$ cat src/cam_pkg.sv
`default_nettype none

package cam_pkg;

    // Frame geometry of this build
    localparam int H_ACT = 16;
    localparam int V_ACT = 4;

    localparam int LINE_BYTES = 2 * H_ACT;     // Two bytes per RGB565 pixel
    localparam int FIFO_PIX   = 2 * H_ACT;     // Room for two rows

    localparam int COL_W  = $clog2(H_ACT);
    localparam int ROW_W  = $clog2(V_ACT);
    localparam int LVL_W  = $clog2(2 * FIFO_PIX + 1);
    localparam int PTR_W  = $clog2(FIFO_PIX);
    localparam int BCNT_W = $clog2(LINE_BYTES);

    typedef logic [7:0]        chan_t;
    typedef logic [15:0]       pix565_t;
    typedef logic [7:0]        byte_t;
    typedef logic [COL_W-1:0]  col_t;
    typedef logic [ROW_W-1:0]  row_t;
    typedef logic [LVL_W-1:0]  lvl_t;      // Bytes held in the line buffer
    typedef logic [PTR_W-1:0]  ptr_t;      // Pixel slot in the line buffer
    typedef logic [BCNT_W-1:0] bcnt_t;     // Byte position inside a row

    typedef enum logic [2:0] {
        IDLE,
        ARMED,
        WAIT_LINE,
        READ_LINE,
        DONE
    } cap_state_t;

endpackage : cam_pkg

`default_nettype wire

$ cat src/byte_stream_out.sv
`default_nettype none

module byte_stream_out (
    input  wire logic           rclk,
    input  wire logic           cam_vsync,
    input  wire logic           fetch,
    input  wire cam_pkg::row_t  fetch_row,
    input  wire logic           fetch_last,
    input  wire cam_pkg::byte_t rd_data,
    output logic                slot_free,
    output logic                out_valid,
    input  wire logic           out_ready,
    output cam_pkg::byte_t      out_data,
    output cam_pkg::row_t       out_row,
    output logic                out_last
);

    logic           d_valid;       // Byte arriving from the buffer this cycle
    cam_pkg::row_t  d_row;
    logic           d_last;

    cam_pkg::byte_t q_data [2];
    cam_pkg::row_t  q_row  [2];
    logic           q_last [2];
    logic           wr_idx;
    logic           rd_idx;
    logic [1:0]     count;
    logic [1:0]     occ;
    logic           push;
    logic           pop;
    logic           fin_fly;
    logic           fin_q;

    assign push = d_valid;
    assign pop  = out_valid && out_ready;

    assign out_valid = count != 2'd0;
    assign out_data  = q_data[rd_idx];
    assign out_row   = q_row[rd_idx];
    assign out_last  = q_last[rd_idx];

    // Frame-final byte still pending blocks slot_free, so the controller sees the drain
    assign fin_fly = d_valid && d_last && d_row == cam_pkg::row_t'(cam_pkg::V_ACT - 1);
    assign fin_q   = (count != 2'd0 && q_last[rd_idx]
                      && q_row[rd_idx] == cam_pkg::row_t'(cam_pkg::V_ACT - 1))
                     || (count == 2'd2 && q_last[!rd_idx]
                      && q_row[!rd_idx] == cam_pkg::row_t'(cam_pkg::V_ACT - 1));

    assign occ       = count + {1'b0, d_valid} - {1'b0, pop};
    assign slot_free = occ < 2'd2 && !fin_fly && !fin_q;

    always_ff @(posedge rclk) begin
        if (fetch) begin
            d_row  <= fetch_row;                   // Lines up with rd_data
            d_last <= fetch_last;
        end
        if (push) begin
            q_data[wr_idx] <= rd_data;
            q_row[wr_idx]  <= d_row;
            q_last[wr_idx] <= d_last;
        end
    end

    always_ff @(posedge rclk or posedge cam_vsync) begin
        if (cam_vsync) begin
            d_valid <= 1'b0;
            wr_idx  <= 1'b0;
            rd_idx  <= 1'b0;
            count   <= 2'd0;
        end else begin
            d_valid <= fetch;
            if (push) begin
                wr_idx <= !wr_idx;
            end
            if (pop) begin
                rd_idx <= !rd_idx;
            end
            count <= count + {1'b0, push} - {1'b0, pop};
        end
    end

    a_stall_stable : assert property (
        @(posedge rclk) disable iff (cam_vsync)
        out_valid && !out_ready |=> out_valid && $stable(out_data)
            && $stable(out_row) && $stable(out_last)
    );

endmodule : byte_stream_out

`default_nettype wire

$ cat src/cam_unpack.sv
`default_nettype none

module cam_unpack (
    input  wire logic             rclk,
    input  wire logic             cam_vsync,
    input  wire logic             cam_de,
    input  wire cam_pkg::chan_t   cam_r,
    input  wire cam_pkg::chan_t   cam_g,
    input  wire cam_pkg::chan_t   cam_b,
    output logic                  pix_valid,
    output cam_pkg::pix565_t      pix_data,
    output cam_pkg::col_t         pix_col,
    output cam_pkg::row_t         pix_row
);

    cam_pkg::col_t col_cnt;    // Position of the next incoming pixel
    cam_pkg::row_t row_cnt;

    always_ff @(posedge rclk or posedge cam_vsync) begin
        if (cam_vsync) begin
            pix_valid <= 1'b0;
            pix_col   <= '0;
            pix_row   <= '0;
            col_cnt   <= '0;
            row_cnt   <= '0;
        end else begin
            pix_valid <= cam_de;
            if (cam_de) begin
                pix_col <= col_cnt;
                pix_row <= row_cnt;
                if (col_cnt == cam_pkg::col_t'(cam_pkg::H_ACT - 1)) begin
                    col_cnt <= '0;
                    if (row_cnt == cam_pkg::row_t'(cam_pkg::V_ACT - 1)) begin
                        row_cnt <= '0;             // Next frame
                    end else begin
                        row_cnt <= row_cnt + 1'b1;
                    end
                end else begin
                    col_cnt <= col_cnt + 1'b1;
                end
            end
        end
    end

    // Keep the top bits of each channel
    always_ff @(posedge rclk) begin
        if (cam_de) begin
            pix_data <= {cam_r[7:3], cam_g[7:2], cam_b[7:3]};
        end
    end

endmodule : cam_unpack

`default_nettype wire

$ cat src/capture_ctrl.sv
`default_nettype none

module capture_ctrl (
    input  wire logic          rclk,
    input  wire logic          cam_vsync,
    input  wire logic          trig,
    input  wire logic          pix_valid,
    input  wire cam_pkg::col_t pix_col,
    input  wire cam_pkg::row_t pix_row,
    input  wire cam_pkg::lvl_t level,
    input  wire logic          slot_free,
    output logic               wr_en,
    output logic               rd_en,
    output cam_pkg::row_t      fetch_row,
    output logic               fetch_last,
    output logic               busy
);

    cam_pkg::cap_state_t state;
    cam_pkg::row_t       row_cnt;      // Row being read out
    cam_pkg::bcnt_t      byte_cnt;     // Byte inside that row
    logic                writing;      // Frame pixels still arriving
    logic                start_pix;
    logic                end_pix;
    logic                line_ready;

    assign start_pix  = pix_valid && pix_col == '0 && pix_row == '0;
    assign end_pix    = pix_valid
                        && pix_col == cam_pkg::col_t'(cam_pkg::H_ACT - 1)
                        && pix_row == cam_pkg::row_t'(cam_pkg::V_ACT - 1);
    assign line_ready = level >= cam_pkg::lvl_t'(cam_pkg::LINE_BYTES);

    // The start pixel itself is stored
    assign wr_en = pix_valid && (writing || (state == cam_pkg::ARMED && start_pix));

    assign rd_en      = state == cam_pkg::READ_LINE && slot_free;
    assign fetch_row  = row_cnt;
    assign fetch_last = byte_cnt == cam_pkg::bcnt_t'(cam_pkg::LINE_BYTES - 1);
    assign busy       = state != cam_pkg::IDLE;

    always_ff @(posedge rclk or posedge cam_vsync) begin
        if (cam_vsync) begin
            writing <= 1'b0;
        end else if (state == cam_pkg::ARMED && start_pix) begin
            writing <= 1'b1;
        end else if (writing && end_pix) begin
            writing <= 1'b0;                       // Last pixel of the frame written
        end
    end

    always_ff @(posedge rclk or posedge cam_vsync) begin
        if (cam_vsync) begin
            state    <= cam_pkg::IDLE;
            row_cnt  <= '0;
            byte_cnt <= '0;
        end else begin
            case (state)
                cam_pkg::IDLE: begin
                    if (trig) begin
                        state <= cam_pkg::ARMED;
                    end
                end
                cam_pkg::ARMED: begin
                    if (start_pix) begin
                        state <= cam_pkg::WAIT_LINE;
                    end
                end
                cam_pkg::WAIT_LINE: begin
                    if (line_ready) begin
                        state <= cam_pkg::READ_LINE;
                    end
                end
                cam_pkg::READ_LINE: begin
                    if (rd_en) begin
                        if (fetch_last) begin
                            byte_cnt <= '0;
                            if (row_cnt == cam_pkg::row_t'(cam_pkg::V_ACT - 1)) begin
                                row_cnt <= '0;
                                state   <= cam_pkg::DONE;
                            end else begin
                                row_cnt <= row_cnt + 1'b1;
                                state   <= cam_pkg::WAIT_LINE;
                            end
                        end else begin
                            byte_cnt <= byte_cnt + 1'b1;
                        end
                    end
                end
                cam_pkg::DONE: begin
                    // Output queue drained, final byte taken
                    if (slot_free) begin
                        state <= cam_pkg::IDLE;
                    end
                end
                default: begin
                    state <= cam_pkg::IDLE;
                end
            endcase
        end
    end

    a_state_legal : assert property (
        @(posedge rclk) disable iff (cam_vsync)
        !$isunknown(state) && state inside {cam_pkg::IDLE, cam_pkg::ARMED,
            cam_pkg::WAIT_LINE, cam_pkg::READ_LINE, cam_pkg::DONE}
    );

endmodule : capture_ctrl

`default_nettype wire

$ cat src/line_capture_top.sv
`default_nettype none

module line_capture_top (
    input  wire logic           rclk,
    input  wire logic           cam_vsync,
    input  wire logic           trig,
    input  wire logic           cam_de,
    input  wire cam_pkg::chan_t cam_r,
    input  wire cam_pkg::chan_t cam_g,
    input  wire cam_pkg::chan_t cam_b,
    input  wire logic           out_ready,
    output logic                out_valid,
    output cam_pkg::byte_t      out_data,
    output cam_pkg::row_t       out_row,
    output logic                out_last,
    output logic                busy,
    output logic                error
);

    logic             pix_valid;
    cam_pkg::pix565_t pix_data;
    cam_pkg::col_t    pix_col;
    cam_pkg::row_t    pix_row;
    logic             wr_en;
    logic             rd_en;           // Also the fetch strobe
    cam_pkg::byte_t   rd_data;
    cam_pkg::lvl_t    level;
    logic             slot_free;
    cam_pkg::row_t    fetch_row;
    logic             fetch_last;

    cam_unpack u_unpack (
        .rclk      (rclk),
        .cam_vsync (cam_vsync),
        .cam_de    (cam_de),
        .cam_r     (cam_r),
        .cam_g     (cam_g),
        .cam_b     (cam_b),
        .pix_valid (pix_valid),
        .pix_data  (pix_data),
        .pix_col   (pix_col),
        .pix_row   (pix_row)
    );

    line_fifo u_fifo (
        .rclk      (rclk),
        .cam_vsync (cam_vsync),
        .wr_en     (wr_en),
        .wr_data   (pix_data),
        .rd_en     (rd_en),
        .rd_data   (rd_data),
        .level     (level),
        .overflow  (error)
    );

    capture_ctrl u_ctrl (
        .rclk       (rclk),
        .cam_vsync  (cam_vsync),
        .trig       (trig),
        .pix_valid  (pix_valid),
        .pix_col    (pix_col),
        .pix_row    (pix_row),
        .level      (level),
        .slot_free  (slot_free),
        .wr_en      (wr_en),
        .rd_en      (rd_en),
        .fetch_row  (fetch_row),
        .fetch_last (fetch_last),
        .busy       (busy)
    );

    byte_stream_out u_out (
        .rclk       (rclk),
        .cam_vsync  (cam_vsync),
        .fetch      (rd_en),
        .fetch_row  (fetch_row),
        .fetch_last (fetch_last),
        .rd_data    (rd_data),
        .slot_free  (slot_free),
        .out_valid  (out_valid),
        .out_ready  (out_ready),
        .out_data   (out_data),
        .out_row    (out_row),
        .out_last   (out_last)
    );

endmodule : line_capture_top

`default_nettype wire

$ cat src/line_fifo.sv
`default_nettype none

module line_fifo (
    input  wire logic             rclk,
    input  wire logic             cam_vsync,
    input  wire logic             wr_en,
    input  wire cam_pkg::pix565_t wr_data,
    input  wire logic             rd_en,
    output cam_pkg::byte_t        rd_data,
    output cam_pkg::lvl_t         level,
    output logic                  overflow
);

    cam_pkg::pix565_t mem [cam_pkg::FIFO_PIX];

    cam_pkg::ptr_t wr_ptr;
    cam_pkg::ptr_t rd_ptr;
    logic          rd_lo;      // Next read takes the low byte
    logic          full;
    logic          wr_ok;

    // A partly read pixel still occupies its slot
    assign full  = level > cam_pkg::lvl_t'(2 * cam_pkg::FIFO_PIX - 2);
    assign wr_ok = wr_en && !full;

    always_ff @(posedge rclk) begin
        if (wr_ok) begin
            mem[wr_ptr] <= wr_data;
        end
    end

    always_ff @(posedge rclk) begin
        if (rd_en) begin
            rd_data <= rd_lo ? mem[rd_ptr][7:0] : mem[rd_ptr][15:8];
        end
    end

    always_ff @(posedge rclk or posedge cam_vsync) begin
        if (cam_vsync) begin
            wr_ptr   <= '0;
            rd_ptr   <= '0;
            rd_lo    <= 1'b0;
            level    <= '0;
            overflow <= 1'b0;
        end else begin
            if (wr_ok) begin
                if (wr_ptr == cam_pkg::ptr_t'(cam_pkg::FIFO_PIX - 1)) begin
                    wr_ptr <= '0;
                end else begin
                    wr_ptr <= wr_ptr + 1'b1;
                end
            end

            if (rd_en) begin
                rd_lo <= !rd_lo;
                if (rd_lo) begin                   // Pixel fully consumed
                    if (rd_ptr == cam_pkg::ptr_t'(cam_pkg::FIFO_PIX - 1)) begin
                        rd_ptr <= '0;
                    end else begin
                        rd_ptr <= rd_ptr + 1'b1;
                    end
                end
            end

            level <= level + cam_pkg::lvl_t'({wr_ok, 1'b0}) - cam_pkg::lvl_t'(rd_en);

            if (wr_en && full) begin
                overflow <= 1'b1;                  // Sticky until vsync
            end
        end
    end

    // The controller must only fetch bytes that are stored
    a_no_read_empty : assert property (
        @(posedge rclk) disable iff (cam_vsync)
        rd_en |-> level != '0
    );

    a_level_bound : assert property (
        @(posedge rclk) disable iff (cam_vsync)
        level <= cam_pkg::lvl_t'(2 * cam_pkg::FIFO_PIX)
    );

endmodule : line_fifo

`default_nettype wire

$ cat config.mk
export PLATFORM = sky130hd
export DESIGN_NAME = line_capture_top
export DESIGN_NICKNAME = d
export VERILOG_FILES = /design/src/cam_pkg.sv /design/src/byte_stream_out.sv /design/src/cam_unpack.sv /design/src/capture_ctrl.sv /design/src/line_capture_top.sv /design/src/line_fifo.sv
export SDC_FILE = /design/constraint.sdc
export NUM_CORES = 1
export LEC_CHECK = 0
export ABC_AREA = 1
export ABC_CLOCK_PERIOD_IN_PS = 3500
export BUFFER_PORTS_ARGS = -buffer_cell sky130_fd_sc_hd__buf_4
export CAP_MARGIN = 0
export CELL_PAD_IN_SITES_DETAIL_PLACEMENT = 2
export CELL_PAD_IN_SITES_GLOBAL_PLACEMENT = 2
export CORE_MARGIN = 2
export CORE_UTILIZATION = 39
export DETAILED_ROUTE_END_ITERATION = 8
export PLACE_DENSITY_LB_ADDON = 0.1
export SLEW_MARGIN = 5
export SYNTH_ARGS = -nofsm -noshare
export SYNTH_HDL_FRONTEND = slang
export SYNTH_HIERARCHICAL = 1
export SYNTH_SLANG_ARGS = --single-unit
$ cat constraint.sdc
create_clock -name rclk -period 3.5 [get_ports rclk]
set_input_delay 0.7 -clock rclk [delete_from_list [all_inputs] [get_ports rclk]]
set_output_delay 0.7 -clock rclk [all_outputs]
set_load 0.02 [all_outputs]
# Yosys cells after proc, flatten, opt, wreduce, memory -nomap -nowiden
# Memories as Yosys holds them, arrays and structs flattened.
# Index checks and enable logic that the tools add are counted.
# totals
ff_bits	75
mem_bits_rw	534
input_bits	29
out_inout_bits	14
wordCells	120
mem_count	4
# mem_list
name	depth	word_bits	read_ports	rd_ports_with_merged_regs	wr	line	text
u_fifo.mem	32	16	1	0	1	line_fifo.sv:14	cam_pkg::pix565_t mem [cam_pkg::FIFO_PIX];
u_out.q_data	2	8	1	0	1	byte_stream_out.sv:22	cam_pkg::byte_t q_data [2];
u_out.q_row	2	2	2	0	1	byte_stream_out.sv:23	cam_pkg::row_t q_row [2];
u_out.q_last	2	1	2	0	1	byte_stream_out.sv:24	logic q_last [2];
# classes
add_sub_neg	10
order_cmp	3
n_eq_ne	22
n_mux	21
n_reduce_logical	38
# ops
cell	n
$mux 3	7
$logic_and 1x1->1	19
$add 5x1->5 const B	3
$eq 5x5->1 const B	3
$mux 5	3
$pmux 3 s5	1
$eq 2x2->1 const B	7
$eq 4x4->1 const B	2
$mux 8	1
$ne 2x1->1 const B	4
$add 7x2->7	1
$ge 7x6->1 const B	1
$gt 7x6->1 const B	1
$sub 7x1->7	1
$eq 3x2->1 const B	2
$logic_not 1->1	6
$mux 1	6
$reduce_and 2->1	3
$reduce_and 6->1	1
$add 2x1->2 const B	2
$add 4x1->4 const B	1
$logic_not 4->1	1
$mux 2	2
$mux 4	1
other kinds (12)	15

# Logic depth before layout (Yosys ltp)
# An unclocked memory read counts as a cell.
# depth
ltp_word	10
mapped_depth	25
depth_no_buf	25

# Modules after synthesis
# Netlist, hierarchy kept.
# modules_own_cells
mod	n_inst	cells_each	area_each_um2	seq_area_each_um2
line_fifo	1	1880	22237.6	16090.4
byte_stream_out	1	114	1260.0	875.8
cam_unpack	1	76	1042.2	805.8
capture_ctrl	1	94	703.2	275.3

# Worst setup path before layout
# OpenSTA, ideal clock, no wires.
# synth_path
path_type	input-to-reg
from	in out_ready
to	reg u_fifo.level[5]
setup_ns	0.079
arrival_time_ns	3.362
t_required_ns	3.421
slack_ns	0.059
cell_stages	22
path_buffers	0
path_cell_list	nand2_1 > inv_1 > ha_1 > inv_1 > ha_1 > inv_1 > nand2_1 > nand2_1 > nand2_1 > nand2_1 > nand2_1 > nor2_1 > inv_1 > nor2_4 > ha_1 > inv_1 > ha_1 > inv_1 > fa_1 > nor2_1 > a211oi_1 > xor2_1
# synth_between
elab_chain_len	7
# synth_lines
item	line	text
start, declared	line_capture_top.sv:11	input wire logic out_ready,
$logic_and 1x1->1	byte_stream_out.sv:35	assign pop = out_valid && out_ready;
via u_out.pop	byte_stream_out.sv:30	logic pop;
$sub 2x1->2	byte_stream_out.sv:49	assign occ = count + {1'b0, d_valid} - {1'b0, pop};
$lt 2x2->1	byte_stream_out.sv:50	assign slot_free = occ < 2'd2 && !fin_fly && !fin_q;
$logic_and 1x1->1 (2 in series)	byte_stream_out.sv:50	
via slot_free	line_capture_top.sv:28	logic slot_free;
$logic_and 1x1->1	capture_ctrl.sv:36	assign rd_en = state == cam_pkg::READ_LINE && slot_free;
via rd_en	line_capture_top.sv:25	logic rd_en;
$sub 7x1->7	line_fifo.sv:65	level <= level + cam_pkg::lvl_t'({wr_ok, 1'b0}) - cam_pkg::lvl_t'(rd_en);
end signal, assigned	line_fifo.sv:65	
end signal, assigned	line_fifo.sv:81	level <= cam_pkg::lvl_t'(2 * cam_pkg::FIFO_PIX)
end, declared	line_fifo.sv:10	output cam_pkg::lvl_t level,
# The timed path passes the listed nets, and every way through them passes these cells.
# A chain may end at the register's enable or synchronous reset.

# Worst setup path after layout
# layout_path
from	reg u_out.count[0]
to	reg u_fifo.level[5]
# layout_between
elab_chain_len	8
elab_cells_between_ends	16
classes_between	add/sub (3); order compare (1); eq/ne (1); reduce/logical (11)
# layout_lines
item	line	text
start, declared	byte_stream_out.sv:27	logic [1:0] count;
start signal, assigned	byte_stream_out.sv:78	count <= count + {1'b0, push} - {1'b0, pop};
$reduce_bool 2->1	byte_stream_out.sv:37	assign out_valid = count != 2'd0;
$logic_and 1x1->1	byte_stream_out.sv:35	
via u_out.pop	byte_stream_out.sv:30	
$sub 2x1->2	byte_stream_out.sv:49	
$lt 2x2->1	byte_stream_out.sv:50	
$logic_and 1x1->1 (2 in series)	byte_stream_out.sv:50	
via slot_free	line_capture_top.sv:28	
$logic_and 1x1->1	capture_ctrl.sv:36	
via rd_en	line_capture_top.sv:25	
$sub 7x1->7	line_fifo.sv:65	
# The timed path passes the listed nets, and every way through them passes these cells.

==> Flow_metrics.wiki <==
{| class="wikitable"
! Metric !! Value
|-
| Result of the run || complete, no violations
|-
| Wire length of the first global-routing pass || about 110,000 um
|-
| Total power density per cell area || about 830 nW/um2
|-
| Instance count of the mapped netlist || approximately 2,200
|-
| Maximum net fanout on the critical path || 3
|-
| Count of state elements after synthesis || 609
|-
| Fraction of the cycle the final worst path needs || roughly nine tenths
|-
| Routed wire per std cell || about 24 um
|-
| Later-pin clock latency in the skew report || 600 ps
|-
| Layout net count || roughly 2,300
|-
| Min Tclk post-route || around 3200 ps
|-
| Max-cap violation count || 0
|-
| Unique cell type count in the Yosys netlist || 36
|-
| Asr flop ratio synth || 7.88%
|-
| Netlist area before placement || about 25,000 um2
|-
| Final setup viols || 0
|-
| Critical Path AT || 3680 ps
|-
| Die ar. || about 67,000 um2
|-
| Endpoint required time on the critical path || 3970 ps
|-
| Number of global-route vias before repair || around 18,000
|-
| Worst Setup Path Type || register to register
|-
| Detailed Routing Iterations Pass 1 || 4
|-
| RSZ-0062 raised after global routing || false
|-
| Die X-Extent || 258 um
|-
| Endpoint type of the worst setup path || register
|-
| Worst Hold Slack || 83.7 ps
|-
| Total CTS buffers || 70
|-
| Worst clock skew || 15.2 ps
|-
| Most area-consuming cells after synthesis || edfxtp_1 (67%), nand2_1 (11%), nand3_1 (9.0%)
|-
| Largest net degree at the start of global routing || around 130
|-
| Dominant cell type by area after synthesis || edfxtp_1
|-
| Most frequently used cell type in the post-synthesis netlist || nand2_1
|-
| Routability-driven placement congestion ratio || 0.869
|-
| Share of the synthesized area in the top cell type || 66.7%
|-
| Number of filler instances in the final layout || roughly 6,500
|-
| Count of warnings emitted by yosys || 6
|-
| Remaining antenna violation count || 0
|-
| Pre-CTS worst setup slack || -134 ps
|-
| Net count of the mapped netlist || about 2,200
|-
| Port bufs || 34
|-
| Total congestion overflow after global routing || 0
|-
| Count of flip-flops with a built-in enable after synthesis || approximately 560
|-
| Leakage power total || 10.8 nW
|-
| Post-route setup slack || approximately 290 ps
|-
| Post-DP HPWL || between 40,000 and 50,000 um
|-
| Clock sinks || 609
|-
| Max H-tree Level || 3
|-
| Worst IR drop on VDD || ~0.63 mV
|-
| Fraction of final layout cells with drive strength greater than 1 || about a tenth
|-
| Post-detailed-placement cell area || around 27,000 um2
|-
| Cell Count, Final, Fillers Out || ~3,100
|-
| Hold crit path type || input port to asynchronous set/reset pin
|-
| Max-slew headroom || 29.8%
|-
| Via density per instance || roughly 5.3
|-
| Final routed wirelength across all metal layers || between 70,000 and 80,000 um
|-
| Final count of hold timing violations || 0
|-
| List of most frequent post-synthesis cells || nand2_1 (766), edfxtp_1 (561), nand3_1 (452)
|-
| TritonCTS clock tree || done
|-
| Top achievable clock speed || between 0.3 and 0.4 GHz
|-
| CTS Root Buffer Type || clkbuf_16
|-
| Post-placement cell count || 3,016
|-
| Count of standard-cell rows || between 90 and 100
|-
| GRT Util Overall || a little under a quarter
|-
| Antenna violations before repair || 0
|-
| Drt drc || 0
|-
| Worst-margin pin slew || 1050 ps
|-
| Clk buf depth || 3
|-
| Area of the core || ~64,000 um2
|-
| Sequential area share after synthesis || between 70 and 80%
|-
| Nature of the critical path startpoint || register
|-
| Vias || roughly 17,000
|-
| I/O pin count || 43
|-
| Drt first-iter violations || between 1,000 and 1,500
|-
| Synth Flop Type || edfxtp_1
|-
| Overall die height || about 260 um
|-
| Synth-to-Final Area Change || 13.5%
|-
| Area of all placed cells without fillers || between 20,000 and 30,000 um2
|-
| Mapped Avg Cell Area || approximately 12 um2
|-
| Clock transition at the registers of the reported paths || 60 ps
|-
| Effective utilization at floorplan || about two fifths
|-
| Count of pins over their slew limit || 0
|}
-- repair_timing --
item                                    4_1_cts  5_1_grt
buffers inserted                              0        0
endpoints found under the setup margin        1        3
hold buffers                                  0        0
pin swaps                                     0        4
gates resized for setup                       1        7
-- sequential cells by signal, summed over array words and instances, names as in the netlist, 3 cells and up --
name	flops
u_fifo/wr_ptr	5
u_out/q_row	4
u_ctrl/state	3
u_unpack/pix_col	4
u_unpack/pix_data	16
u_out/q_data	16
u_fifo/level	7
u_unpack/col_cnt	4
u_fifo/rd_ptr	5
u_ctrl/byte_cnt	5
u_fifo/rd_data	8
u_fifo/mem	512
-- cells by family (layout without fill, tap and decap cells) --
logic type | count (synthesis) | after routing | synth area share, %
XOR/XNOR | 10 | 10 | 0.347
other | 0 | 2 | 0
buffers and inverters | 183 | 306 | 4.13
adder cells (fa/ha/maj) | 26 | 26 | 1.32
AND/OR/NAND/NOR | 1304 | 1304 | 22.0
flip-flops | 609 | 609 | 71.5
AO/OA/AOI/OAI | 32 | 32 | 0.704
-- final timing paths --
path	startpoint	endpoint	slack [ps]	depth (start not counted)
setup / recovery	u_out/count[0]	u_fifo/level[5]	290	25
hold / removal	cam_vsync	u_out/d_valid	80	2
setup reg to reg	u_out/count[0]	u_fifo/level[5]	290	25
hold reg to reg	u_fifo/rd_data[0]	u_out/q_data[1][0]	460	0
max in group asynchronous	cam_vsync	u_fifo/rd_ptr[1]	2420	2
min in group rclk	cam_g[4]	u_unpack/pix_data[7]	270	1
-- cell usage in the layout, fill, tap and decap left out, types with 9 or more instances in the layout --
master / instances
inv_1: 60
clkbuf_16: 73
nor3_1: 9
buf_4: 104
nor2_1: 50
nand3_1: 452
nand2_1: 766
dfrtp_1: 45
clkinv_1: 22
clkbuf_1: 18
ha_1: 23
edfxtp_1: 561
o21ai_0: 13
nor2_2: 11
-- through the flow --
stage / TNS, ps / power, W / util, %
after CTS: 0 / 0.0241 / 44.6
after detailed placement: -156 / 0.0172 / 41.3
after global placement: -6.50 / 0.0168 / 41.3
after floorplan: 0 / 0.0143 / -
after global routing: 0 / 0.0252 / 44.6
final: 0 / 0.0239 / 44.6
-- report_power, final --
part	internal, W	switching (W)
Clock	0.00399	0.00285
Sequential	0.00851	0.000430
Combinational	0.00229	0.00579
Total	0.0148	0.00906
-- cell type report --
| class | count | area (um2) | area share (%) |
|---|---|---|---|
| sequential | 609 | 18100 | 63.0 |
| multi-input combinational | 1372 | 6190 | 21.6 |
| clock buffer | 96 | 1960 | 6.85 |
| tap | 855 | 1070 | 3.73 |
| timing repair buffer | 112 | 941 | 3.28 |
| inverter | 68 | 270 | 0.943 |
| clock inverter | 30 | 165 | 0.576 |
| antenna | 2 | 5.00 | 0.0175 |
-- worst max-delay path: stages (launching register included) --
cell      delay (ps)
dfrtp_1          400
nor2_2           130
inv_1             60
nand2_1           70
inv_1             40
ha_1             260
inv_1             70
ha_2             180
inv_1             40
nand2_1           80
nand2_1           60
nand2_1           60
nand2_1           70
nand2_1           80
nor2_1            50
buf_4            160
inv_4             70
nor2_4            40
ha_1             190
inv_1             60
ha_2             190
inv_1             60
fa_2             360
nor2_2           110
a211oi_2          50
xor2_1           150
-- routing by layer --
layer  GRT usage, %  wire length [um]  vias up
met3           2.90              2430       92
met5              0                 0        -
li1               -                 -     7635
met2           39.2             37300      276
met1           31.5             34500     8743
met4           5.49              1520        0
(Power assumes the default switching activity.)
